### config.mk
export PLATFORM = sky130hd
export DESIGN_NAME = pipelined_div
export DESIGN_NICKNAME = d
export VERILOG_FILES = /design/src/div_pkg.sv /design/src/div_operand_prep.sv /design/src/div_stage.sv /design/src/div_pipeline.sv /design/src/div_result_fix.sv /design/src/pipelined_div.sv
export SDC_FILE = /design/constraint.sdc
export NUM_CORES = 2
export LEC_CHECK = 0
export BUFFER_PORTS_ARGS = -buffer_cell sky130_fd_sc_hd__buf_4
export CAP_MARGIN = 30
export CORE_MARGIN = 1.5
export CORE_UTILIZATION = 45
export DETAILED_ROUTE_END_ITERATION = 12
export PLACE_DENSITY_LB_ADDON = 0.25
export SETUP_SLACK_MARGIN = 0.2
export SYNTH_ARGS = -nofsm -noshare
export SYNTH_HDL_FRONTEND = slang
export SYNTH_SLANG_ARGS = --single-unit
### constraint.sdc
create_clock -name clock -period 17.5 [get_ports clock]
set_input_delay 0.875 -clock clock [delete_from_list [all_inputs] [get_ports clock]]
set_output_delay 0.875 -clock clock [all_outputs]
set_load 0.05 [all_outputs]
### src/div_pkg.sv
// ==================================================
// Shared widths, stage counts and vector types for
// the pipelined radix-2 divider. Modules refer to
// these by scoped names.
// ==================================================

package div_pkg;

	// Operand width
	localparam int data_width = 32;

	// Quotient bits resolved per stage
	localparam int bits_per_stage = 2;

	// One stage per pair of dividend bits
	localparam int stage_count = data_width / bits_per_stage;

	// Operand prep, stage chain, sign fix
	localparam int div_latency = stage_count + 2;

	// Dividend, divisor, quotient or remainder
	typedef logic [data_width-1:0] data_t;

	// Quotient bits from one stage
	typedef logic [bits_per_stage-1:0] step_t;

endpackage

### src/div_operand_prep.sv
// ==================================================
// Operand preparation for the divider. Registers the
// operand magnitudes with the result sign flags and
// the valid strobe, one cycle after the input.
// ==================================================

`timescale 1ns/10ps

module div_operand_prep (
	input  logic          clock,
	input  logic          reset,
	input  logic          remove,
	input  logic          in_valid,
	input  logic          in_signed,
	input  div_pkg::data_t in_dividend,
	input  div_pkg::data_t in_divisor,
	output logic          prep_valid,
	output logic          prep_neg_q,
	output logic          prep_neg_r,
	output div_pkg::data_t prep_dividend,
	output div_pkg::data_t prep_divisor
);

	logic dividend_neg;
	logic divisor_neg;
	div_pkg::data_t dividend_mag;
	div_pkg::data_t divisor_mag;

	// Sign bits only count in signed mode
	assign dividend_neg = in_signed & in_dividend[div_pkg::data_width-1];
	assign divisor_neg  = in_signed & in_divisor[div_pkg::data_width-1];

	assign dividend_mag = dividend_neg ? (~in_dividend + 1'b1) : in_dividend;
	assign divisor_mag  = divisor_neg ? (~in_divisor + 1'b1) : in_divisor;

	always_ff @(posedge clock) begin
		if (reset || remove) begin
			prep_valid <= 1'b0;
		end else begin
			prep_valid <= in_valid;
		end
	end

	always_ff @(posedge clock) begin
		prep_dividend <= dividend_mag;
		prep_divisor  <= divisor_mag;
		// Quotient negative on differing signs, remainder follows dividend
		prep_neg_q    <= dividend_neg ^ divisor_neg;
		prep_neg_r    <= dividend_neg;
	end

endmodule

### src/div_stage.sv
// ==================================================
// One divider pipeline stage. Runs two restoring
// steps on the next pair of dividend bits, chosen by
// stage_index from the top, and registers the result.
// ==================================================

`timescale 1ns/10ps

module div_stage #(
	parameter int stage_index = 0
) (
	input  logic          clock,
	input  logic          reset,
	input  logic          remove,
	input  logic          stage_in_valid,
	input  logic          stage_in_neg_q,
	input  logic          stage_in_neg_r,
	input  div_pkg::data_t stage_in_dividend,
	input  div_pkg::data_t stage_in_divisor,
	input  div_pkg::data_t stage_in_remainder,
	input  div_pkg::data_t stage_in_quotient,
	output logic          stage_out_valid,
	output logic          stage_out_neg_q,
	output logic          stage_out_neg_r,
	output div_pkg::data_t stage_out_dividend,
	output div_pkg::data_t stage_out_divisor,
	output div_pkg::data_t stage_out_remainder,
	output div_pkg::data_t stage_out_quotient
);

	// Highest dividend bit consumed here
	localparam int top_bit =
		div_pkg::data_width - 1 - stage_index * div_pkg::bits_per_stage;

	logic [div_pkg::data_width:0]   shifted;
	logic [div_pkg::data_width+1:0] trial;
	div_pkg::data_t next_remainder;
	div_pkg::step_t next_bits;

	always_comb begin
		next_remainder = stage_in_remainder;
		next_bits      = '0;
		shifted        = '0;
		trial          = '0;
		for (int step = 0; step < div_pkg::bits_per_stage; step++) begin
			shifted = {next_remainder, stage_in_dividend[top_bit-step]};
			trial   = {1'b0, shifted} - {2'b00, stage_in_divisor};
			// Restore when the trial goes negative
			if (trial[div_pkg::data_width+1]) begin
				next_bits[div_pkg::bits_per_stage-1-step] = 1'b0;
				next_remainder = shifted[div_pkg::data_width-1:0];
			end else begin
				next_bits[div_pkg::bits_per_stage-1-step] = 1'b1;
				next_remainder = trial[div_pkg::data_width-1:0];
			end
		end
	end

	always_ff @(posedge clock) begin
		if (reset || remove) begin
			stage_out_valid <= 1'b0;
		end else begin
			stage_out_valid <= stage_in_valid;
		end
	end

	always_ff @(posedge clock) begin
		stage_out_neg_q     <= stage_in_neg_q;
		stage_out_neg_r     <= stage_in_neg_r;
		stage_out_dividend  <= stage_in_dividend;
		stage_out_divisor   <= stage_in_divisor;
		stage_out_remainder <= next_remainder;
		stage_out_quotient  <= {stage_in_quotient[div_pkg::data_width-div_pkg::bits_per_stage-1:0],
			next_bits};
	end

endmodule

### src/div_pipeline.sv
// ==================================================
// Divider stage chain. Takes prepared magnitudes and
// returns the unsigned quotient and remainder with
// their sign flags after one cycle per stage.
// ==================================================

`timescale 1ns/10ps

module div_pipeline (
	input  logic          clock,
	input  logic          reset,
	input  logic          remove,
	input  logic          prep_valid,
	input  logic          prep_neg_q,
	input  logic          prep_neg_r,
	input  div_pkg::data_t prep_dividend,
	input  div_pkg::data_t prep_divisor,
	output logic          raw_valid,
	output logic          raw_neg_q,
	output logic          raw_neg_r,
	output div_pkg::data_t raw_quotient,
	output div_pkg::data_t raw_remainder
);

	// Entry k feeds stage k, the last entry is the chain output
	logic           valid_chain     [0:div_pkg::stage_count];
	logic           neg_q_chain     [0:div_pkg::stage_count];
	logic           neg_r_chain     [0:div_pkg::stage_count];
	div_pkg::data_t dividend_chain  [0:div_pkg::stage_count];
	div_pkg::data_t divisor_chain   [0:div_pkg::stage_count];
	div_pkg::data_t remainder_chain [0:div_pkg::stage_count];
	div_pkg::data_t quotient_chain  [0:div_pkg::stage_count];

	assign valid_chain[0]     = prep_valid;
	assign neg_q_chain[0]     = prep_neg_q;
	assign neg_r_chain[0]     = prep_neg_r;
	assign dividend_chain[0]  = prep_dividend;
	assign divisor_chain[0]   = prep_divisor;
	// Partial remainder and quotient start empty
	assign remainder_chain[0] = '0;
	assign quotient_chain[0]  = '0;

	for (genvar k = 0; k < div_pkg::stage_count; k++) begin : g_stage
		div_stage #(
			.stage_index(k)
		) stage_i (
			.clock              (clock),
			.reset              (reset),
			.remove             (remove),
			.stage_in_valid     (valid_chain[k]),
			.stage_in_neg_q     (neg_q_chain[k]),
			.stage_in_neg_r     (neg_r_chain[k]),
			.stage_in_dividend  (dividend_chain[k]),
			.stage_in_divisor   (divisor_chain[k]),
			.stage_in_remainder (remainder_chain[k]),
			.stage_in_quotient  (quotient_chain[k]),
			.stage_out_valid    (valid_chain[k+1]),
			.stage_out_neg_q    (neg_q_chain[k+1]),
			.stage_out_neg_r    (neg_r_chain[k+1]),
			.stage_out_dividend (dividend_chain[k+1]),
			.stage_out_divisor  (divisor_chain[k+1]),
			.stage_out_remainder(remainder_chain[k+1]),
			.stage_out_quotient (quotient_chain[k+1])
		);
	end

	assign raw_valid     = valid_chain[div_pkg::stage_count];
	assign raw_neg_q     = neg_q_chain[div_pkg::stage_count];
	assign raw_neg_r     = neg_r_chain[div_pkg::stage_count];
	assign raw_quotient  = quotient_chain[div_pkg::stage_count];
	assign raw_remainder = remainder_chain[div_pkg::stage_count];

endmodule

### src/div_result_fix.sv
// ==================================================
// Result sign correction for the divider. Negates
// the raw quotient and remainder as flagged and
// registers them with the output strobe.
// ==================================================

`timescale 1ns/10ps

module div_result_fix (
	input  logic          clock,
	input  logic          reset,
	input  logic          remove,
	input  logic          raw_valid,
	input  logic          raw_neg_q,
	input  logic          raw_neg_r,
	input  div_pkg::data_t raw_quotient,
	input  div_pkg::data_t raw_remainder,
	output logic          out_valid,
	output div_pkg::data_t out_quotient,
	output div_pkg::data_t out_remainder
);

	div_pkg::data_t fixed_quotient;
	div_pkg::data_t fixed_remainder;

	assign fixed_quotient  = raw_neg_q ? (~raw_quotient + 1'b1) : raw_quotient;
	assign fixed_remainder = raw_neg_r ? (~raw_remainder + 1'b1) : raw_remainder;

	always_ff @(posedge clock) begin
		if (reset || remove) begin
			out_valid <= 1'b0;
		end else begin
			out_valid <= raw_valid;
		end
	end

	// Results hold between strobes, zero out of reset
	always_ff @(posedge clock) begin
		if (reset) begin
			out_quotient  <= '0;
			out_remainder <= '0;
		end else if (raw_valid) begin
			out_quotient  <= fixed_quotient;
			out_remainder <= fixed_remainder;
		end
	end

endmodule

### src/pipelined_div.sv
// ==================================================
// Pipelined radix-2 divider, one division per cycle.
// Quotient and remainder appear div_latency cycles
// after in_valid; remove cancels all in flight.
// ==================================================

`timescale 1ns/10ps

module pipelined_div (
	input  logic          clock,
	input  logic          reset,
	input  logic          remove,
	input  logic          in_valid,
	input  logic          in_signed,
	input  div_pkg::data_t in_dividend,
	input  div_pkg::data_t in_divisor,
	output logic          out_valid,
	output div_pkg::data_t out_quotient,
	output div_pkg::data_t out_remainder
);

	// Operand prep to stage chain
	logic           prep_valid;
	logic           prep_neg_q;
	logic           prep_neg_r;
	div_pkg::data_t prep_dividend;
	div_pkg::data_t prep_divisor;

	// Stage chain to sign fix
	logic           raw_valid;
	logic           raw_neg_q;
	logic           raw_neg_r;
	div_pkg::data_t raw_quotient;
	div_pkg::data_t raw_remainder;

	div_operand_prep prep_i (
		.clock        (clock),
		.reset        (reset),
		.remove       (remove),
		.in_valid     (in_valid),
		.in_signed    (in_signed),
		.in_dividend  (in_dividend),
		.in_divisor   (in_divisor),
		.prep_valid   (prep_valid),
		.prep_neg_q   (prep_neg_q),
		.prep_neg_r   (prep_neg_r),
		.prep_dividend(prep_dividend),
		.prep_divisor (prep_divisor)
	);

	div_pipeline pipeline_i (
		.clock        (clock),
		.reset        (reset),
		.remove       (remove),
		.prep_valid   (prep_valid),
		.prep_neg_q   (prep_neg_q),
		.prep_neg_r   (prep_neg_r),
		.prep_dividend(prep_dividend),
		.prep_divisor (prep_divisor),
		.raw_valid    (raw_valid),
		.raw_neg_q    (raw_neg_q),
		.raw_neg_r    (raw_neg_r),
		.raw_quotient (raw_quotient),
		.raw_remainder(raw_remainder)
	);

	div_result_fix fix_i (
		.clock        (clock),
		.reset        (reset),
		.remove       (remove),
		.raw_valid    (raw_valid),
		.raw_neg_q    (raw_neg_q),
		.raw_neg_r    (raw_neg_r),
		.raw_quotient (raw_quotient),
		.raw_remainder(raw_remainder),
		.out_valid    (out_valid),
		.out_quotient (out_quotient),
		.out_remainder(out_remainder)
	);

endmodule

# [Yosys cells after proc, flatten, opt, wreduce, memory -nomap -nowiden]
# Index checks and enable logic that the tools add are counted.
[totals] ff_bits=1684 in_bits=69 output_inout_bits=65 word_cells=230
[classes] n_addsub=36 muxes=68 bitwise=7 reduce_logical=1
[ops] operator="$mux 32" n=36
[ops] operator="$sub 33x32->34" n=31
[ops] operator="$add 32x1->32 const B" n=4
[ops] operator="$not 32->32" n=4
[ops] operator="$sub 1x32->33" n=1
[ops] operator="$mux 1" n=32
[ops] operator="$and 1x1->1" n=2
[ops] operator="$logic_or 1x1->1" n=1
[ops] operator="$xor 1x1->1" n=1

# [Depth between registers and ports, before layout]
[depth] word_depth=4 ltp_mapped=30 ltp_nobuf=27

# [Hierarchy]
# A second synthesis with hierarchy kept.
[hier_totals] hier_cells=12552 area_unflattened_um2=114959.0
[by_module_without_submodules] module="div_stage (pipeline_i.g_stage[2].stage_i ...)" n_inst=8 cells_each=739 area_per_inst_um2=6775.2 seq_area_each_um2=2622.5
[by_module_without_submodules] module="div_stage (pipeline_i.g_stage[12].stage_i ...)" n_inst=4 cells_each=745 area_per_inst_um2=6829.0 seq_area_each_um2=2622.5
[by_module_without_submodules] module="div_stage (pipeline_i.g_stage[0].stage_i ...)" n_inst=3 cells_each=741 area_per_inst_um2=6767.7 seq_area_each_um2=2622.5
[by_module_without_submodules] module="div_stage (pipeline_i.g_stage[1].stage_i)" n_inst=1 cells_each=720 area_per_inst_um2=6713.9 seq_area_each_um2=2622.5
[by_module_without_submodules] module="div_result_fix" n_inst=1 cells_each=446 area_per_inst_um2=3701.0 seq_area_each_um2=1301.2
[by_module_without_submodules] module="div_operand_prep" n_inst=1 cells_each=270 area_per_inst_um2=2718.9 seq_area_each_um2=1341.3
[by_module_without_submodules] module="div_pipeline" n_inst=1 cells_each=1 area_per_inst_um2=3.8 seq_area_each_um2=0.0

# [Worst setup path after synthesis]
# Ideal clock, no wire load.
[synth_timing] path_kind="register -> register" start="register pipeline_i.g_stage[9].stage_i.stage_out_divisor[1]" end="register pipeline_i.g_stage[10].stage_i.stage_out_remainder[11]" setup_time_ns=0.121 t_arrival_ns=6.335 required_ns=17.379 slack_ns=11.044 path_stages_with_launch=26 path_buffers=3 synth_period_minus_slack_ns=6.456 cell_sequence="dfxtp_1 -> inv_1 -> ha_1 -> nor2b_1 -> o31a_1 -> o41a_1 -> o311a_1 -> a31o_2 -> a41oi_2 -> o311ai_1 -> a311oi_2 -> buf_2 -> mux2_2 -> ha_1 -> a21oi_1 -> o21ai_0 -> a2111oi_0 -> nor3_1 -> a221o_1 -> nand3_1 -> a21oi_1 -> o31ai_1 -> o311a_1 -> clkbuf_1 -> buf_2 -> mux2_2"
[synth_via] elab_chain_len=4
[synth_lines] item="start, declared" line="div_stage.sv:26" rtl="output div_pkg::data_t stage_out_divisor,"
[synth_lines] item="start signal, assigned" line="div_stage.sv:71" rtl="stage_out_divisor <= stage_in_divisor;"
[synth_lines] item="$sub 33x32->34" line="div_stage.sv:47" rtl="trial = {1'b0, shifted} - {2'b00, stage_in_divisor};"
[synth_lines] item="$mux 32" line="div_stage.sv:49" rtl="if (trial[div_pkg::data_width+1]) begin"
[synth_lines] item="$sub 33x32->34" line="div_stage.sv:47"
[synth_lines] item="$mux 32 (*)" line="div_stage.sv:49"
[synth_lines] item="named net pipeline_i.g_stage[10].stage_i.next_remainder[11]" line="div_stage.sv:37" rtl="div_pkg::data_t next_remainder;"
[synth_lines] item="end signal, assigned" line="div_stage.sv:72" rtl="stage_out_remainder <= next_remainder;"
[synth_lines] item="end, declared" line="div_stage.sv:27" rtl="output div_pkg::data_t stage_out_remainder,"
# Mark *: on every way through the listed nets, which the timed path passes. The rest lies on a longest branch.
# A chain may end at the register's enable or synchronous reset.

# [Final worst setup path]
[layout_timing] start="register pipeline_i.g_stage[6].stage_i.stage_out_divisor[4]" end="register pipeline_i.g_stage[7].stage_i.stage_out_remainder[21]"
[layout_via] elab_chain_len=4
[layout_lines] item="start, declared" line="div_stage.sv:26"
[layout_lines] item="start signal, assigned" line="div_stage.sv:71"
[layout_lines] item="$sub 33x32->34" line="div_stage.sv:47"
[layout_lines] item="$mux 32" line="div_stage.sv:49"
[layout_lines] item="$sub 33x32->34" line="div_stage.sv:47"
[layout_lines] item="$mux 32 (*)" line="div_stage.sv:49"
[layout_lines] item="named net pipeline_i.g_stage[7].stage_i.next_remainder[21]" line="div_stage.sv:37"
[layout_lines] item="end signal, assigned" line="div_stage.sv:72"
[layout_lines] item="end, declared" line="div_stage.sv:27"
# Marks and branches as above.

==> qor.yml <==
setup_path:
  max_stage_delay_ns: 0.51
  crit_type: "reg2reg"
  end_kind: "flip-flop"
  crit_fanout: 44
  cpLargestDelayFamily: "compound AO/OA/AOI/OAI gates"
  crit_required_ns: 18.23
  critPathArrivalTime_ns: 8.79
  worst-path-buf-inv: 5
  slowest_stage: "a31oi_1"
  start_kind: "flip-flop"
yosys:
  ys.flop_type: "dfxtp_1"
  syn_area_per_cell_um2: 9.03
  synth-edff-count: 0
  synthCells: 10700
  yosysWarnings: 0
  yosysTopAreaCellShare: 0.350
  yosys.area.top_type: "dfxtp_1"
  syn_area_um2: 96300
  ys_seq_area_frac: 0.350
  async_reset_ff_frac: 0
  synthTopCellsByArea: "dfxtp_1 (35%), ha_1 (13%), mux2_2 (6.6%)"
  synth_seq_cells: 1684
  synth_cell_type_count: 98
timing:
  skew_ns: 0.0334
  slew_viol_final: 0
  setup-tns-final_ns: 0
  rsz0062_at_grt: "false"
  slew_headroom: 0.346
  fmaxAchievable_mhz: 124
  worst_slew_pin_slew_ns: 0.979
  hold_viol: 0
  setup_viol: 0
  min_period_over_period: 0.461
  period_minus_slack_ns: 8.07
  fin_ws_ns: 9.43
finish:
  final_cell_mix: "dfxtp_1 (1,683), ha_1 (998), a21oi_1 (885)"
  nNetsFinal: 11900
  layout_commonest_cell: "dfxtp_1"
  syn_to_final_growth_pct: 11.1
  fin_cells: 13800
  post-route-cell-area_um2: 107000
  drive_gt1_frac: 0.106
global_route:
  met2_usage: 0.382
  met3_usage: 0.0260
  overflow: 0
  grt_pass1_vias: 74500
  grt.met1_usage: 0.296
  grt.total_usage: 0.229
  busiest_layer: "met2"
  grt_pass1_wl_um: 402000
  antenna_found_initial: 23
  grt_max_degree: 94
clock_network:
  cts_tree: "done"
  clock-sinks: 1684
  cts_buffers: 181
  ctsHoldBuffers: 0
  cts_resized: 0
  cts-root-buf: "clkbuf_16"
  htree_levels: 4
  cts_buffer_depth: 3
  clk_pin_slew_ns: 0.07
  clk_latency_ns: 0.85
  cts_setup_buffers: 0
placement:
  hpwl_um: 207000
  dp.cells: 13500
  place_area_um2: 101000
  portBuffers: 133
  pre_cts_slack_ns: 9.57
  gp_congestion: 0.939
drt:
  vias: 77000
  routed_via_density: 5.56
  drc: 30
  drt_first_iter_violations: 4919
  drt-pass1-iter-count: 10
  wl_per_cell_um: 18.6
  routed_wl_um: 257000
  final_antenna_net_count: 0
floorplan:
  num_io_pins: 134
  core_um2: 212000
  die_w_um: 466
  dieArea_um2: 217000
  die_h_um: 466
  start_util: 0.454
  row_count: 169
min_path:
  min_path_type: "in2reg"
status:
  violations: "DRC"
  status: "finished, violations left"
run:
  cap_violations: 0
## flip-flops by register name, indices dropped and copies added, names as in the netlist, 32 cells and up
name and count:
fix_i.out_quotient 32, fix_i.out_remainder 32, pipeline_i.g_stage.stage_i.stage_out_dividend 240, pipeline_i.g_stage.stage_i.stage_out_divisor 480
pipeline_i.g_stage.stage_i.stage_out_quotient 272, pipeline_i.g_stage.stage_i.stage_out_remainder 512, prep_i.prep_dividend 32, prep_i.prep_divisor 32
## cells in the mapped netlist, drive strengths merged (24+ instances only)
cell type  instances
a31oi             84
fa                31
nor3             150
or2               41
inv              798
a211o             32
o31a              50
or3               80
a41oi             24
nand2            599
and3              88
clkbuf           133
a21oi            886
a211oi           174
o41ai             31
ha               998
dfxtp           1684
xnor2            541
and2              75
buf               67
nor2             743
nand4             66
nor4              34
o21a             170
o21ai            643
mux2             563
or4               25
a31o              29
nand2b           156
nand3            186
a21o             393
o211ai            61
nor2b            119
and4              29
mux2i             55
o21bai            87
a21boi            35
xor2             335
o31ai             95
## cells by family (layout without fill, tap and decap cells)
kind of cell / Yosys count / in the layout / share of synthesized area
simple gates: 2439 / 2439 / 0.121
fa+ha+maj: 1029 / 1029 / 0.136
xor+xnor: 876 / 876 / 0.0797
other cells: 1 / 45 / 0.0000389
flops: 1684 / 1684 / 0.350
mux: 618 / 618 / 0.0716
buf+inv: 998 / 1307 / 0.0396
compound gates: 3023 / 3023 / 0.202
## metrics by stage
step / utilization / hold slack [ns]
6_report: 0.504 / 0.163
3_5_place_dp: 0.474 / 0.312
3_3_place_gp: 0.474 / 0.310
4_1_cts: 0.504 / 0.0964
2_1_floorplan: - / 0.310
5_1_grt: 0.504 / 0.129
## worst paths after layout
check	slack (ns)	depth (start not counted)	start	endpoint
worst max-delay path	9.43	26	pipeline_i.g_stage[6].stage_i.stage_out_divisor[4]$_DFF_P_	flip-flop
worst min-delay path	0.16	1	in_divisor[0]	prep_i.prep_divisor[0]$_DFF_P_
worst max register to register	9.43	26	pipeline_i.g_stage[6].stage_i.stage_out_divisor[4]$_DFF_P_	flip-flop
worst min register to register	0.30	0	pipeline_i.g_stage[9].stage_i.stage_out_dividend[9]$_DFF_P_	pipeline_i.g_stage[10].stage_i.stage_out_dividend[9]$_DFF_P_
## metal layers
| layer | wire [um] | vias up |
|---|---|---|
| li1 | - | 38500 |
| met1 | 115000 | 36000 |
| met2 | 118000 | 1958 |
| met3 | 12100 | 467 |
| met4 | 11600 | 2 |
| met5 | 13 | - |
## final cells by class
class | count | area, um2
fillers | 19800 | 105000
repair buffers | 175 | 1310
clock buffers | 240 | 5110
inverters | 798 | 3000
well taps | 2821 | 3530
clock inverters | 94 | 1250
diodes | 30 | 75.1
flip-flops and latches | 1684 | 33700
multi-input cells | 8000 | 59000
Power is not shown: default switching activity piles up to over one toggle a cycle in this logic, so the estimate is an artifact.
